### config.mk
export PLATFORM = sky130hd
export DESIGN_NAME = pcs_scramble_link
export DESIGN_NICKNAME = d
export VERILOG_FILES = /design/src/pcs_block_pkg.sv /design/src/scrambler_pkg.sv /design/src/descrambler.sv /design/src/pcs_scramble_link.sv /design/src/scrambler.sv /design/src/sync_header_monitor.sv
export VERILOG_INCLUDE_DIRS = /design/src /design/src/src
export SDC_FILE = /design/constraint.sdc
export NUM_CORES = 1
export LEC_CHECK = 0
export BUFFER_PORTS_ARGS = -buffer_cell sky130_fd_sc_hd__buf_2
export CORE_MARGIN = 2
export CORE_UTILIZATION = 53
export CTS_CLUSTER_SIZE = 24
export DETAILED_ROUTE_END_ITERATION = 10
export PLACE_DENSITY_LB_ADDON = 0.3
export SLEW_MARGIN = 20
export SYNTH_ARGS = -nofsm -noshare
export SYNTH_HDL_FRONTEND = slang
export SYNTH_SLANG_ARGS = --single-unit
### constraint.sdc
create_clock -name i_clock -period 1.62 [get_ports i_clock]
set_input_delay 0.162 -clock i_clock [delete_from_list [all_inputs] [get_ports i_clock]]
set_output_delay 0.162 -clock i_clock [all_outputs]
set_load 0.01 [all_outputs]
### src/pcs_settings.svh
`ifndef PCS_SETTINGS_SVH
`define PCS_SETTINGS_SVH

// 66-bit coded block, 2-bit sync header on top
`define PCS_LEN_CODED_BLOCK 66

// history length for 1 + x^39 + x^58
`define PCS_LEN_SCRAMBLER 58
`define PCS_SCRAMBLER_SEED 0

`define PCS_ERR_COUNT_WIDTH 16

`endif

### src/pcs_block_pkg.sv
`include "pcs_settings.svh"

package pcs_block_pkg;

	localparam int LEN_SYNC_HEADER = 2;
	localparam int LEN_PAYLOAD     = `PCS_LEN_CODED_BLOCK - LEN_SYNC_HEADER;

	// header sits in the top two bits, payload below it
	typedef logic [`PCS_LEN_CODED_BLOCK-1:0] coded_block_t;
	typedef logic [LEN_SYNC_HEADER-1:0] sync_header_t;
	typedef logic [`PCS_ERR_COUNT_WIDTH-1:0] err_count_t;

	localparam sync_header_t SH_DATA = 2'b01;
	localparam sync_header_t SH_CTRL = 2'b10;

	// control block, type 1E, all idle characters
	localparam coded_block_t IDLE_BLOCK = {SH_CTRL, 8'h1E, 56'h0};

	function automatic sync_header_t get_header(input coded_block_t block);
		return block[`PCS_LEN_CODED_BLOCK-1 -: LEN_SYNC_HEADER];
	endfunction

	// 00 and 11 never appear on a healthy link
	function automatic logic header_is_valid(input sync_header_t header);
		return (header == SH_DATA) || (header == SH_CTRL);
	endfunction

endpackage

### src/scrambler_pkg.sv
`include "pcs_settings.svh"

package scrambler_pkg;

	localparam int LEN_STATE = `PCS_LEN_SCRAMBLER;

	// bit 0 holds the most recent bit
	typedef logic [LEN_STATE-1:0] scrambler_state_t;

	// x^58 and x^39 terms
	localparam int TAP_FAR  = 57;
	localparam int TAP_NEAR = 38;

	localparam scrambler_state_t SEED_STATE = scrambler_state_t'(`PCS_SCRAMBLER_SEED);

	function automatic logic feedback(input scrambler_state_t state);
		return state[TAP_FAR] ^ state[TAP_NEAR];
	endfunction

	function automatic scrambler_state_t shift_in(input scrambler_state_t state, input logic bit_in);
		return {state[LEN_STATE-2:0], bit_in};
	endfunction

endpackage

### src/descrambler.sv
`timescale 1ns/1ps

module descrambler
(
	input  logic                        i_clock,
	input  logic                        i_reset,
	input  logic                        i_enable,
	input  logic                        i_valid,
	input  logic                        i_bypass,
	input  logic                        i_tag,
	input  pcs_block_pkg::coded_block_t i_data,
	output pcs_block_pkg::coded_block_t o_data,
	output logic                        o_tag
);

	import pcs_block_pkg::*;
	import scrambler_pkg::*;

	scrambler_state_t state;
	scrambler_state_t state_next;
	coded_block_t     descrambled;
	coded_block_t     data_reg;
	logic             tag_reg;

	// received bits feed the history, so a slip heals after 58 bits
	always_comb
	begin
		state_next  = state;
		descrambled = i_data;
		for (int i = LEN_PAYLOAD-1; i >= 0; i--)
		begin
			descrambled[i] = i_data[i] ^ feedback(state_next);
			state_next     = shift_in(state_next, i_data[i]);
		end
	end

	always_ff @(posedge i_clock)
	begin
		if (i_reset)
			state <= SEED_STATE;
		else if (i_enable && !i_bypass)
			state <= state_next;
	end

	// header rides through untouched in both paths
	always_ff @(posedge i_clock)
	begin
		if (i_reset)
			data_reg <= '0;
		else if (i_enable)
		begin
			if (i_bypass)
				data_reg <= i_data;
			else
				data_reg <= descrambled;
		end
	end

	always_ff @(posedge i_clock)
	begin
		if (i_reset)
			tag_reg <= 1'b0;
		else if (i_enable && i_valid)
			tag_reg <= i_tag;
	end

	assign o_data = data_reg;
	assign o_tag  = tag_reg;

	// outputs are clean right after reset
	a_reset_clears_output: assert property (@(posedge i_clock)
		i_reset |=> (o_data == '0) && (o_tag == 1'b0));

	// a stall freezes the history
	a_stall_holds_state: assert property (@(posedge i_clock) disable iff (i_reset)
		!i_enable |=> $stable(state));

endmodule

### src/pcs_scramble_link.sv
`timescale 1ns/1ps

module pcs_scramble_link
(
	input  logic                        i_clock,
	input  logic                        i_reset,
	input  logic                        i_enable,
	input  logic                        i_tx_valid,
	input  logic                        i_tx_tag,
	input  pcs_block_pkg::coded_block_t i_tx_data,
	input  logic                        i_tx_bypass,
	input  logic                        i_rx_bypass,
	output pcs_block_pkg::coded_block_t o_rx_data,
	output logic                        o_rx_tag,
	output logic                        o_header_error,
	output pcs_block_pkg::err_count_t   o_header_error_count
);

	import pcs_block_pkg::*;

	// scrambled line between tx and rx
	coded_block_t scr_data;
	logic         scr_valid;
	logic         scr_tag;

	scrambler u_scrambler
	(
		.i_clock  (i_clock),
		.i_reset  (i_reset),
		.i_enable (i_enable),
		.i_valid  (i_tx_valid),
		.i_bypass (i_tx_bypass),
		.i_tag    (i_tx_tag),
		.i_data   (i_tx_data),
		.o_data   (scr_data),
		.o_valid  (scr_valid),
		.o_tag    (scr_tag)
	);

	descrambler u_descrambler
	(
		.i_clock  (i_clock),
		.i_reset  (i_reset),
		.i_enable (i_enable),
		.i_valid  (scr_valid),
		.i_bypass (i_rx_bypass),
		.i_tag    (scr_tag),
		.i_data   (scr_data),
		.o_data   (o_rx_data),
		.o_tag    (o_rx_tag)
	);

	// watches the line in parallel with the descrambler
	sync_header_monitor u_sync_header_monitor
	(
		.i_clock        (i_clock),
		.i_reset        (i_reset),
		.i_enable       (i_enable),
		.i_valid        (scr_valid),
		.i_data         (scr_data),
		.o_header_error (o_header_error),
		.o_error_count  (o_header_error_count)
	);

endmodule

### src/scrambler.sv
`timescale 1ns/1ps

module scrambler
(
	input  logic                        i_clock,
	input  logic                        i_reset,
	input  logic                        i_enable,
	input  logic                        i_valid,
	input  logic                        i_bypass,
	input  logic                        i_tag,
	input  pcs_block_pkg::coded_block_t i_data,
	output pcs_block_pkg::coded_block_t o_data,
	output logic                        o_valid,
	output logic                        o_tag
);

	import pcs_block_pkg::*;
	import scrambler_pkg::*;

	scrambler_state_t state;
	scrambler_state_t state_next;
	coded_block_t     scrambled;
	coded_block_t     data_reg;
	logic             valid_reg;
	logic             tag_reg;

	// msb first, scrambled bit feeds the history
	always_comb
	begin
		state_next = state;
		scrambled  = i_data;
		for (int i = LEN_PAYLOAD-1; i >= 0; i--)
		begin
			scrambled[i] = i_data[i] ^ feedback(state_next);
			state_next   = shift_in(state_next, scrambled[i]);
		end
	end

	always_ff @(posedge i_clock)
	begin
		if (i_reset)
			state <= SEED_STATE;
		else if (i_enable && !i_bypass)
			state <= state_next;
	end

	always_ff @(posedge i_clock)
	begin
		if (i_reset)
		begin
			data_reg  <= '0;
			valid_reg <= 1'b0;
		end
		else if (i_enable)
		begin
			data_reg  <= i_bypass ? i_data : scrambled;
			valid_reg <= i_valid;
		end
	end

	// tag follows valid blocks only
	always_ff @(posedge i_clock)
	begin
		if (i_reset)
			tag_reg <= 1'b0;
		else if (i_enable && i_valid)
			tag_reg <= i_tag;
	end

	assign o_data  = data_reg;
	assign o_valid = valid_reg;
	assign o_tag   = tag_reg;

	// bypassed block must leave the history untouched
	a_bypass_holds_state: assert property (@(posedge i_clock) disable iff (i_reset)
		i_bypass |=> $stable(state));

endmodule

### src/sync_header_monitor.sv
`timescale 1ns/1ps

module sync_header_monitor
(
	input  logic                        i_clock,
	input  logic                        i_reset,
	input  logic                        i_enable,
	input  logic                        i_valid,
	input  pcs_block_pkg::coded_block_t i_data,
	output logic                        o_header_error,
	output pcs_block_pkg::err_count_t   o_error_count
);

	import pcs_block_pkg::*;

	sync_header_t header;
	logic         header_bad;
	logic         error_reg;
	err_count_t   count_reg;

	// header is never scrambled, so it can be checked on the line
	assign header     = get_header(i_data);
	assign header_bad = i_valid && !header_is_valid(header);

	always_ff @(posedge i_clock)
	begin
		if (i_reset)
		begin
			error_reg <= 1'b0;
			count_reg <= '0;
		end
		else if (i_enable)
		begin
			error_reg <= header_bad;
			// saturate instead of wrapping
			if (header_bad && (count_reg != '1))
				count_reg <= count_reg + 1'b1;
		end
	end

	assign o_header_error = error_reg;
	assign o_error_count  = count_reg;

	// only reset may bring the count down
	a_count_monotonic: assert property (@(posedge i_clock) disable iff (i_reset)
		1'b1 |=> (o_error_count >= $past(o_error_count)));

endmodule

==> results.json, run 1 <==
{
  "worstHoldPathType": "in2reg",
  "clk_latency_ps": 560,
  "drive_gt1_frac": 0.205,
  "slew_headroom": 0.557,
  "synthCells": 1558,
  "power.density_mw_per_mm2": 1050,
  "holdPathStages": 2,
  "path_cells": "xnor2_4, xor3_2, or3_1, a311oi_2",
  "layout_setup_ws_ps": -56.2,
  "place_inst": 2016,
  "violations": "setup timing",
  "min_to": "u_scrambler.state[55]$_SDFFE_PP0P_",
  "cpPeakStageDelay_ps": 390,
  "avgSynthCellArea_sq_um": 8.43,
  "r2r_start": "u_scrambler.state[41]$_SDFFE_PP0P_",
  "synth-edff-count": 0,
  "worstHoldStart": "i_reset",
  "root_buffer": "clkbuf_16",
  "clock_path_buffers": 3,
  "fin_nets": 1876,
  "synth.top_cell.area_share": 0.408,
  "worstPathRequired_ps": 2080,
  "route.detailed.drc": 0,
  "drt-initial-drc-count": 1362,
  "dp_hpwl_um": 31000,
  "worstPathArrival_ps": 2130,
  "antennaDiodeCount": 0,
  "fin_util": 0.689,
  "crit_fanout": 3,
  "wl_per_cell_um": 20.7,
  "critPathBufInv": 0,
  "dr.pass1.iters": 5,
  "grt_usage": 0.327,
  "hold_violations": 0,
  "synthToLayoutAreaGrowth_pct": 27.6,
  "cp-end-kind": "flip-flop",
  "yosysWarnings": 0,
  "rr_endpoint": "u_scrambler.o_data[8]$_SDFFE_PP0P_",
  "grt_pass1_wl_um": 66100,
  "final_cells": 2149,
  "netlist-cell-type-count": 37,
  "place.gp.congestion": 0.933,
  "crit_slowest_cell": "xor3_2",
  "period_share": 1.03,
  "wl_um": 44500,
  "nFillCells": 1875,
  "p_leak_nw": 6.21,
  "clkSinkCount": 268,
  "io_pins": 157,
  "grt_max_degree": 99,
  "cts_tree": "built",
  "die_h_um": 161,
  "yosysTopAreaCell": "dfxtp_1",
  "rr_worst_depth": 4,
  "startpoint_type": "flip-flop",
  "status": "finished, violations left",
  "vias_per_cell": 5.97,
  "synth_area_leaders": "dfxtp_1, xnor2_1, a311oi_1",
  "grt_setup_unrepaired": "true",
  "ys_seq_area_frac": 0.408,
  "clk_pin_slew_ps": 60,
  "power.total_mw": 17.5,
  "vias": 12800,
  "portBuffers": 156,
  "cap_violations": 0,
  "h-tree-depth": 1,
  "ys.flop_type": "dfxtp_1",
  "period_needed_ps": 1680,
  "syn_area_sq_mm": 0.0131,
  "cp_top_family": "XOR/XNOR gates",
  "path_class": "reg2reg",
  "core_area_sq_mm": 0.0243,
  "die-area_sq_mm": 0.0261,
  "setup_viol": 4,
  "grt-ovfl-total": 0,
  "synth-seq-cells": 268,
  "tightest_slew_ps": 660,
  "grt_pass1_vias": 11500,
  "die-width_um": 161,
  "rrSetupSlack_ps": -60,
  "cts_made_buffers": 29,
  "fin_skew_ps": 16.5,
  "start_util": 0.540,
  "synthesis.nets": 1632,
  "maxSlewViolCount": 0,
  "place_ws_ps": -32.8,
  "antenna_left": 0,
  "antenna_found_initial": 0,
  "ir_drop_mv": 0.978,
  "async_flop_share": 0,
  "fmax_mhz": 597,
  "num_rows": 57
}
-- layout make-up --
class	count	area, sq um	area share
Tap cell	324	405	0.0242
Clock inverter	4	63.8	0.00381
Inverter	1	3.75	0.000224
Timing Repair Buffer	330	2420	0.144
Clock buffer	50	895	0.0534
Sequential cell	268	5390	0.321
Multi-Input combinational cell	1172	7590	0.453
-- registers in the layout, indices dropped and copies added (netlist names) --
register,count
u_descrambler.o_tag,1
u_scrambler.state,58
u_scrambler.o_tag,1
u_sync_header_monitor.o_error_count,16
u_sync_header_monitor.o_header_error,1
u_scrambler.o_valid,1
u_descrambler.o_data,66
u_scrambler.o_data,66
u_descrambler.state,58
-- per-stage QoR --
step / setup TNS [ps] / area, sq um / hold slack, ps
2_1_floorplan: 0 / 13100 / 309
4_1_cts: -13.0 / 16400 / 85.4
3_3_place_gp: 0 / 14700 / 413
6_report: -169 / 16800 / 95.4
5_1_grt: -704 / 16800 / 119
3_5_place_dp: -56.9 / 14700 / 420
-- worst reg2reg max path, cell delays in order, from the launching register on --
cell and delay (ps):
dfxtp_2 350, xnor2_4 210, xor3_2 390, or3_1 350
a311oi_2 280
-- how the worst max path moves through the flow --
stage | depth (start not counted) | slack [ps] | start | end
after floorplan | 4 | 30 | u_sync_header_monitor.o_error_count[0]$_SDFFE_PP0P_ | u_sync_header_monitor.o_error_count[14]$_SDFFE_PP0P_
after global routing | 4 | -120 | u_scrambler.state[41]$_SDFFE_PP0P_ | u_scrambler.o_data[8]$_SDFFE_PP0P_
after detailed placement | 4 | -30 | u_scrambler.state[32]$_SDFFE_PP0P_ | u_scrambler.o_data[18]$_SDFFE_PP0P_
after global placement | 5 | 20 | u_scrambler.o_data[65]$_SDFFE_PP0P_ | u_sync_header_monitor.o_error_count[5]$_SDFFE_PP0P_
final | 4 | -60 | u_scrambler.state[41]$_SDFFE_PP0P_ | u_scrambler.o_data[8]$_SDFFE_PP0P_
after CTS | 3 | -10 | u_scrambler.state[0]$_SDFFE_PP0P_ | u_scrambler.o_data[6]$_SDFFE_PP0P_
-- cells in the mapped netlist, types with 2 or more instances --
cell type    n
a311oi_1   121
o31ai_1      2
mux2i_1      6
nand2_1    194
mux2_2      11
and4_1       2
clkbuf_1    90
dfxtp_1    268
buf_1       12
a211oi_1     3
nor2b_1     19
buf_2       15
a21oi_1    106
nor2_1     158
or4_1       15
nand3b_1    18
or3_1      122
nand3_1     18
and2_1      19
xnor2_1    134
nand4b_1    13
xor2_1      13
o21ai_0    151
xor3_1      14
nand4_1      5
nand2b_1     8
nor4_1       6
xnor3_1      6
-- routing by layer --
metal | track usage | up-vias | wire length, um
met4 | 0.176 | 0 | 2550
met2 | 0.525 | 600 | 20600
met1 | 0.433 | 6078 | 17600
met3 | 0.0362 | 115 | 3730
li1 | - | 6043 | -
met5 | 0 | - | 0
-- power by group --
group	total (mW)	internal [mW]	switching [mW]
registers	7.60	7.04	0.561
clock network	6.68	3.91	2.78
logic	3.25	1.55	1.70
total	17.5	12.5	5.04
-- cell families (layout without fill, tap and decap cells) --
logic type      Yosys count  in the layout  share of synthesized area
compound gates          384            384                      0.182
xor+xnor                168            168                      0.135
fa+ha+maj                 1              1                   0.000952
buf+inv                 118            385                     0.0351
flops                   268            268                      0.408
mux                      17             17                     0.0140
simple gates            602            602                      0.225
-- cell usage in the layout (no fill, tap or decap), types with 18 or more instances in the layout --
master / netlist / layout
a21oi_1: 106 / 105
a311oi_1: 121 / 116
or3_1: 122 / 121
nand2_1: 194 / 193
clkbuf_16: 0 / 29
buf_2: 15 / 154
buf_4: 0 / 93
o21ai_0: 151 / 151
xnor2_1: 134 / 122
dlygate4sd3_1: 0 / 69
and2_1: 19 / 20
dfxtp_1: 268 / 251
nand3b_1: 18 / 18
nor2_1: 158 / 157
-- what timing repair did --
action	in CTS	in global routing
endpoints found under the hold margin	89	0
setup endpoints to repair	8	27
gates resized for setup	9	56
hold buffers	70	0
pin swaps	0	14
setup buffers	0	10
(Power assumes the default switching activity.)
==> run 2: changes to the inputs <==
ABC_AREA = 0   (was unset)
CORE_ASPECT_RATIO = 0.75   (was unset)
==> run 2 against run 1 <==
The flow now finishes without violations. Worst hold slack lost 82 ps. First-iteration DRC count down 8.4%. Non-clock buffer count increased by 33. Clock-buffer cell count fell by 13. Utilization grew 1.6 points. Critical path depth stayed put. Maximum frequency up 3.6%. Critical endpoint is now u_sync_header_monitor.o_error_count[4]$_SDFFE_PP0P_.
==> results.json, run 2 (synthesis gave the netlist of run 1 again) <==
{
  "num_rows": 49,
  "grt_pass1_vias": 11900,
  "clk_latency_ps": 550,
  "fin_nets": 1907,
  "maxSlewViolCount": 0,
  "antenna_left": 0,
  "route.detailed.drc": 0,
  "grtUsageMet3": 0.0699,
  "power.total_mw": 17.7,
  "antenna_found_initial": 1,
  "startpoint_type": "flip-flop",
  "clk_pin_slew_ps": 60,
  "met1_usage": 0.472,
  "p_leak_nw": 6.41,
  "grt_setup_unrepaired": "true",
  "hold_slack_ps": 13.2,
  "die-area_sq_mm": 0.0261,
  "power.density_mw_per_mm2": 1040,
  "status": "completed",
  "fmax_mhz": 618,
  "synthToLayoutAreaGrowth_pct": 29.7,
  "multi_input_area_sq_mm": 0.00759,
  "dp_hpwl_um": 33300,
  "place.gp.congestion": 0.928,
  "worstPathRequired_ps": 2060,
  "h-tree-depth": 1,
  "io_pins": 157,
  "vias": 13100,
  "grt_pass1_wl_um": 68100,
  "seqCellArea_sq_mm": 0.00538,
  "cap_violations": 0,
  "die-width_um": 186,
  "period_needed_ps": 1620,
  "dr.pass1.iters": 5,
  "ir_drop_mv": 0.811,
  "grt_max_degree": 74,
  "path_class": "reg2reg",
  "start_util": 0.544,
  "wl_per_cell_um": 21.0,
  "worstPathArrival_ps": 2050,
  "setup_viol": 0,
  "crit_fanout": 6,
  "top_usage_layer": "met2",
  "met2_usage": 0.511,
  "cp-end-kind": "flip-flop",
  "vias_per_cell": 6.01,
  "wl_um": 46000,
  "finalSetupTns_ps": 0,
  "drt-initial-drc-count": 1247,
  "clkSinkCount": 268,
  "cts_made_buffers": 27,
  "final_cell_mix": "dfxtp_1, nand2_1, nor2_1, buf_2, o21ai_0",
  "die_h_um": 140,
  "root_buffer": "clkbuf_16",
  "fin_skew_ps": 15.0,
  "grt_usage": 0.340,
  "grt-ovfl-total": 0,
  "worstHoldPathType": "in2reg",
  "cts_tree": "built",
  "period_share": 0.999,
  "tightest_slew_ps": 652,
  "drive_gt1_frac": 0.225,
  "slew_headroom": 0.562,
  "final_common_cell": "dfxtp_1",
  "clock_path_buffers": 3,
  "portBuffers": 156,
  "core_area_sq_mm": 0.0242,
  "hold_violations": 0,
  "nFillCells": 1856
}
==> run 2: cell types whose count changed in the layout (fill, tap and decap cells not counted), sizes merged <==
cell / before / now
buf: 259 / 297
clkbuf: 52 / 39
clkinv: 1 / 8
dlygate4sd3: 69 / 64
bufinv: 1 / 4
diode: 0 / 1
inv: 3 / 2
==> run 2: path summary, 6_finish.rpt <==
| check | startpoint | cells past startpoint | end | slack (ps) |
|---|---|---|---|---|
| worst max-delay path | u_sync_header_monitor.o_error_count[3]$_SDFFE_PP0P_ | 4 | u_sync_header_monitor.o_error_count[4]$_SDFFE_PP0P_ | 2 |
| worst min-delay path | i_tx_data[52] | 4 | u_scrambler.state[52]$_SDFFE_PP0P_ | 10 |
| worst max register to register | u_sync_header_monitor.o_error_count[3]$_SDFFE_PP0P_ | 4 | u_sync_header_monitor.o_error_count[4]$_SDFFE_PP0P_ | 2 |
| worst min register to register | u_descrambler.state[48]$_SDFFE_PP0P_ | 2 | u_descrambler.state[48]$_SDFFE_PP0P_ | 470 |
==> run 2: per-stage QoR <==
stage / cell area, sq um / cells / setup WS, ps / util
3_5_place_dp: 15100 / 2060 / -112 / 0.623
6_report: 17000 / 2186 / 1.57 / 0.705
5_1_grt: 17000 / 2186 / -61.4 / 0.705
3_3_place_gp: 15100 / 2060 / -62.8 / 0.623
4_1_cts: 16800 / 2178 / -22.0 / 0.694
2_1_floorplan: 13100 / 1558 / 28.5 / -
==> run 2: what timing repair did <==
| item | 4_1_cts | 5_1_grt |
|---|---|---|
| setup endpoints to repair | 12 | 32 |
| resized for setup | 13 | 52 |
| endpoints found under the hold margin | 83 | 0 |
| setup buffers | 3 | 8 |
| pin swaps | 5 | 14 |
| hold buffers | 65 | 0 |
==> run 2: layout make-up <==
| class | instances | share of cell area |
|---|---|---|
| sequential | 268 | 0.316 |
| multi-input combinational | 1172 | 0.446 |
| antenna | 1 | 0.000147 |
| inverter | 1 | 0.000220 |
| tap | 331 | 0.0243 |
| timing repair buffer | 363 | 0.158 |
| clock inverter | 13 | 0.00991 |
| clock buffer | 37 | 0.0460 |
==> run 2: report_power, final <==
group / switching (mW) / internal, mW
registers: 0.521 / 7.03
clock network: 2.74 / 4.01
logic: 1.80 / 1.61
==> run 2: worst max-delay path, cell delays in order (launching register included) <==
cell and delay (ps):
dfxtp_1 310, and4_1 250, and2_1 280, a211oi_2 310, mux2_2 360
==> run 2: routing by layer <==
layer | wire, um | part of all wire
met2 | 19700 | 0.43
met3 | 5000 | 0.11
met1 | 18900 | 0.41
met4 | 2350 | 0.051
met5 | 0 | 0
==> run 3: changes to the inputs <==
CTS_CLUSTER_DIAMETER = 200   (was unset)
RECOVER_POWER = 50   (was unset)
==> run 3 against run 2 <==
Setup slack worse by 64 ps. Clock power down 41%. First-iteration DRC count up 3.0%. Global-route usage down 1.0 points. Maximum frequency down 3.8%. Largest cell class unchanged. Sequential cell count unchanged. Highest routed layer unchanged. Sequential share of layout area up 1.5 points. Largest power group unchanged. The run now ends with setup timing left. Register-to-register slack worse by 60 ps. Non-clock buffer count down 23. Routed wire length down 2.4%.
==> results.json, run 3 (synthesis gave the netlist of run 1 again) <==
{
  "status": "finished, violations left",
  "violations": "setup timing",
  "die-area_sq_mm": 0.0261,
  "clock_path_buffers": 3,
  "fin_nets": 1872,
  "grt_pass1_vias": 11500,
  "root_buffer": "clkbuf_16",
  "net-switching-power_mw": 4.53,
  "hold_slack_ps": 1.90,
  "worstHoldPathType": "in2reg",
  "clk_latency_ps": 490,
  "core_area_sq_mm": 0.0242,
  "io_pins": 157,
  "route.detailed.drc": 0,
  "power.density_mw_per_mm2": 911,
  "layout_setup_ws_ps": -62.4,
  "maxSlewViolCount": 0,
  "num_rows": 49,
  "cts_tree": "built",
  "die_h_um": 140,
  "place.gp.congestion": 0.928,
  "vias": 12800,
  "p_int_mw": 10.3,
  "crit_slowest_cell": "dfxtp_1",
  "grt_setup_unrepaired": "true",
  "startpoint_type": "flip-flop",
  "cp-end-kind": "flip-flop",
  "final_cell_mix": "dfxtp_1, nand2_1, nor2_1, buf_2, o21ai_0",
  "path_cells": "nand4_1, nor3_4, buf_6, nor4b_4, mux2_4",
  "period_share": 1.04,
  "wl_per_cell_um": 21.1,
  "place_ws_ps": -112,
  "drive_gt1_frac": 0.220,
  "period_needed_ps": 1680,
  "grt_max_degree": 74,
  "clk_pin_slew_ps": 110,
  "clkPwrFrac": 0.267,
  "nFillCells": 1986,
  "portBuffers": 156,
  "swShare": 0.305,
  "worstPathRequired_ps": 2020,
  "crit_fanout": 7,
  "h-tree-depth": 1,
  "final_common_cell": "dfxtp_1",
  "ir_drop_mv": 0.587,
  "cpPeakStageDelay_ps": 430,
  "synthToLayoutAreaGrowth_pct": 24.1,
  "post_dp_cell_area_sq_mm": 0.0151,
  "tightest_slew_ps": 634,
  "wl_um": 44900,
  "clkSinkCount": 268,
  "grt_pass1_wl_um": 65800,
  "fmax_mhz": 594,
  "hold_violations": 0,
  "slew_headroom": 0.577,
  "vias_per_cell": 6.01,
  "antenna_left": 0,
  "final_area_sq_mm": 0.0163,
  "worstPathArrival_ps": 2080,
  "antennaDiodeCount": 0,
  "path_class": "reg2reg",
  "fin_skew_ps": 21.8,
  "cap_violations": 0,
  "die-width_um": 186,
  "dr.pass1.iters": 7,
  "power_frac_comb": 0.225,
  "p_leak_nw": 6.04,
  "grt-ovfl-total": 0,
  "dp_hpwl_um": 33300,
  "drt-initial-drc-count": 1284,
  "cts_made_buffers": 15,
  "fin_util": 0.675,
  "pwr-share-seq": 0.508,
  "start_util": 0.544,
  "grt_usage": 0.329,
  "antenna_found_initial": 0,
  "setup_viol": 9
}
[run 3: cell types whose count changed in the layout (fill, tap and decap cells not counted), sizes merged]
cell	change
bufinv	-4
clkbuf	-21
clkinv	-8
diode	-1
dlygate4sd3	-24
[run 3: worst paths after layout]
kind	slack (ps)	to	start	cells past startpoint
hold reg to reg	470	u_scrambler.o_tag$_SDFFE_PP0P_	u_scrambler.o_tag$_SDFFE_PP0P_	2
setup reg to reg	-60	u_sync_header_monitor.o_error_count[9]$_SDFFE_PP0P_	u_sync_header_monitor.o_error_count[15]$_SDFFE_PP0P_	5
setup / recovery	-60	u_sync_header_monitor.o_error_count[9]$_SDFFE_PP0P_	u_sync_header_monitor.o_error_count[15]$_SDFFE_PP0P_	5
hold / removal	2	u_scrambler.o_data[47]$_SDFFE_PP0P_	i_tx_data[47]	3
[run 3: worst max-delay path: cells and delay by family (launching register included)]
kind                   cells  cell delay [ps]
AND/OR/NAND/NOR            3              640
flip-flops                 1              430
multiplexers               1              310
buffers and inverters      1              190
[run 3: timing repair]
action                                 4_1_cts  5_1_grt
setup buffers                                3        8
setup endpoints to repair                   11       30
cloned                                       0        1
endpoints found under the hold margin       48        0
pin swaps                                    5       12
gates resized for setup                     10       70
hold buffers                                40        0
[run 3: layer usage]
layer,wire (um),up-vias,GRT usage
li1,-,5999,-
met5,0,-,0
met3,4850,97,0.0564
met2,19300,717,0.498
met1,18800,5973,0.473
met4,1910,0,0.119
[run 3: stage by stage]
| step | std cells | total power [mW] | setup TNS (ps) |
|---|---|---|---|
| after floorplan | 1558 | 9.34 | 0 |
| after global placement | 2060 | 10.6 | -62.8 |
| after CTS | 2119 | 14.7 | -37.3 |
| final | 2128 | 14.8 | -245 |
| after global routing | 2128 | 15.4 | -570 |
| after detailed placement | 2060 | 10.7 | -549 |
[run 3: power groups by stage]
stage | sequential (mW) | clock (mW) | combinational [mW]
6_report | 7.54 | 3.96 | 3.35
5_1_grt | 7.58 | 4.19 | 3.61
3_5_place_dp | 7.64 | 0 | 3.08
3_3_place_gp | 7.62 | 0 | 3.01
2_1_floorplan | 7.53 | 0 | 1.81
4_1_cts | 7.49 | 3.97 | 3.20
[run 3: area by class of cell]
cell class,count,area [sq um],area share
clock buffers,15,375,0.0230
clock inverters,1,20.0,0.00123
inverters,1,3.75,0.000230
multi-input cells,1172,7650,0.469
flip-flops and latches,268,5390,0.331
well taps,331,414,0.0254
repair buffers,340,2450,0.150
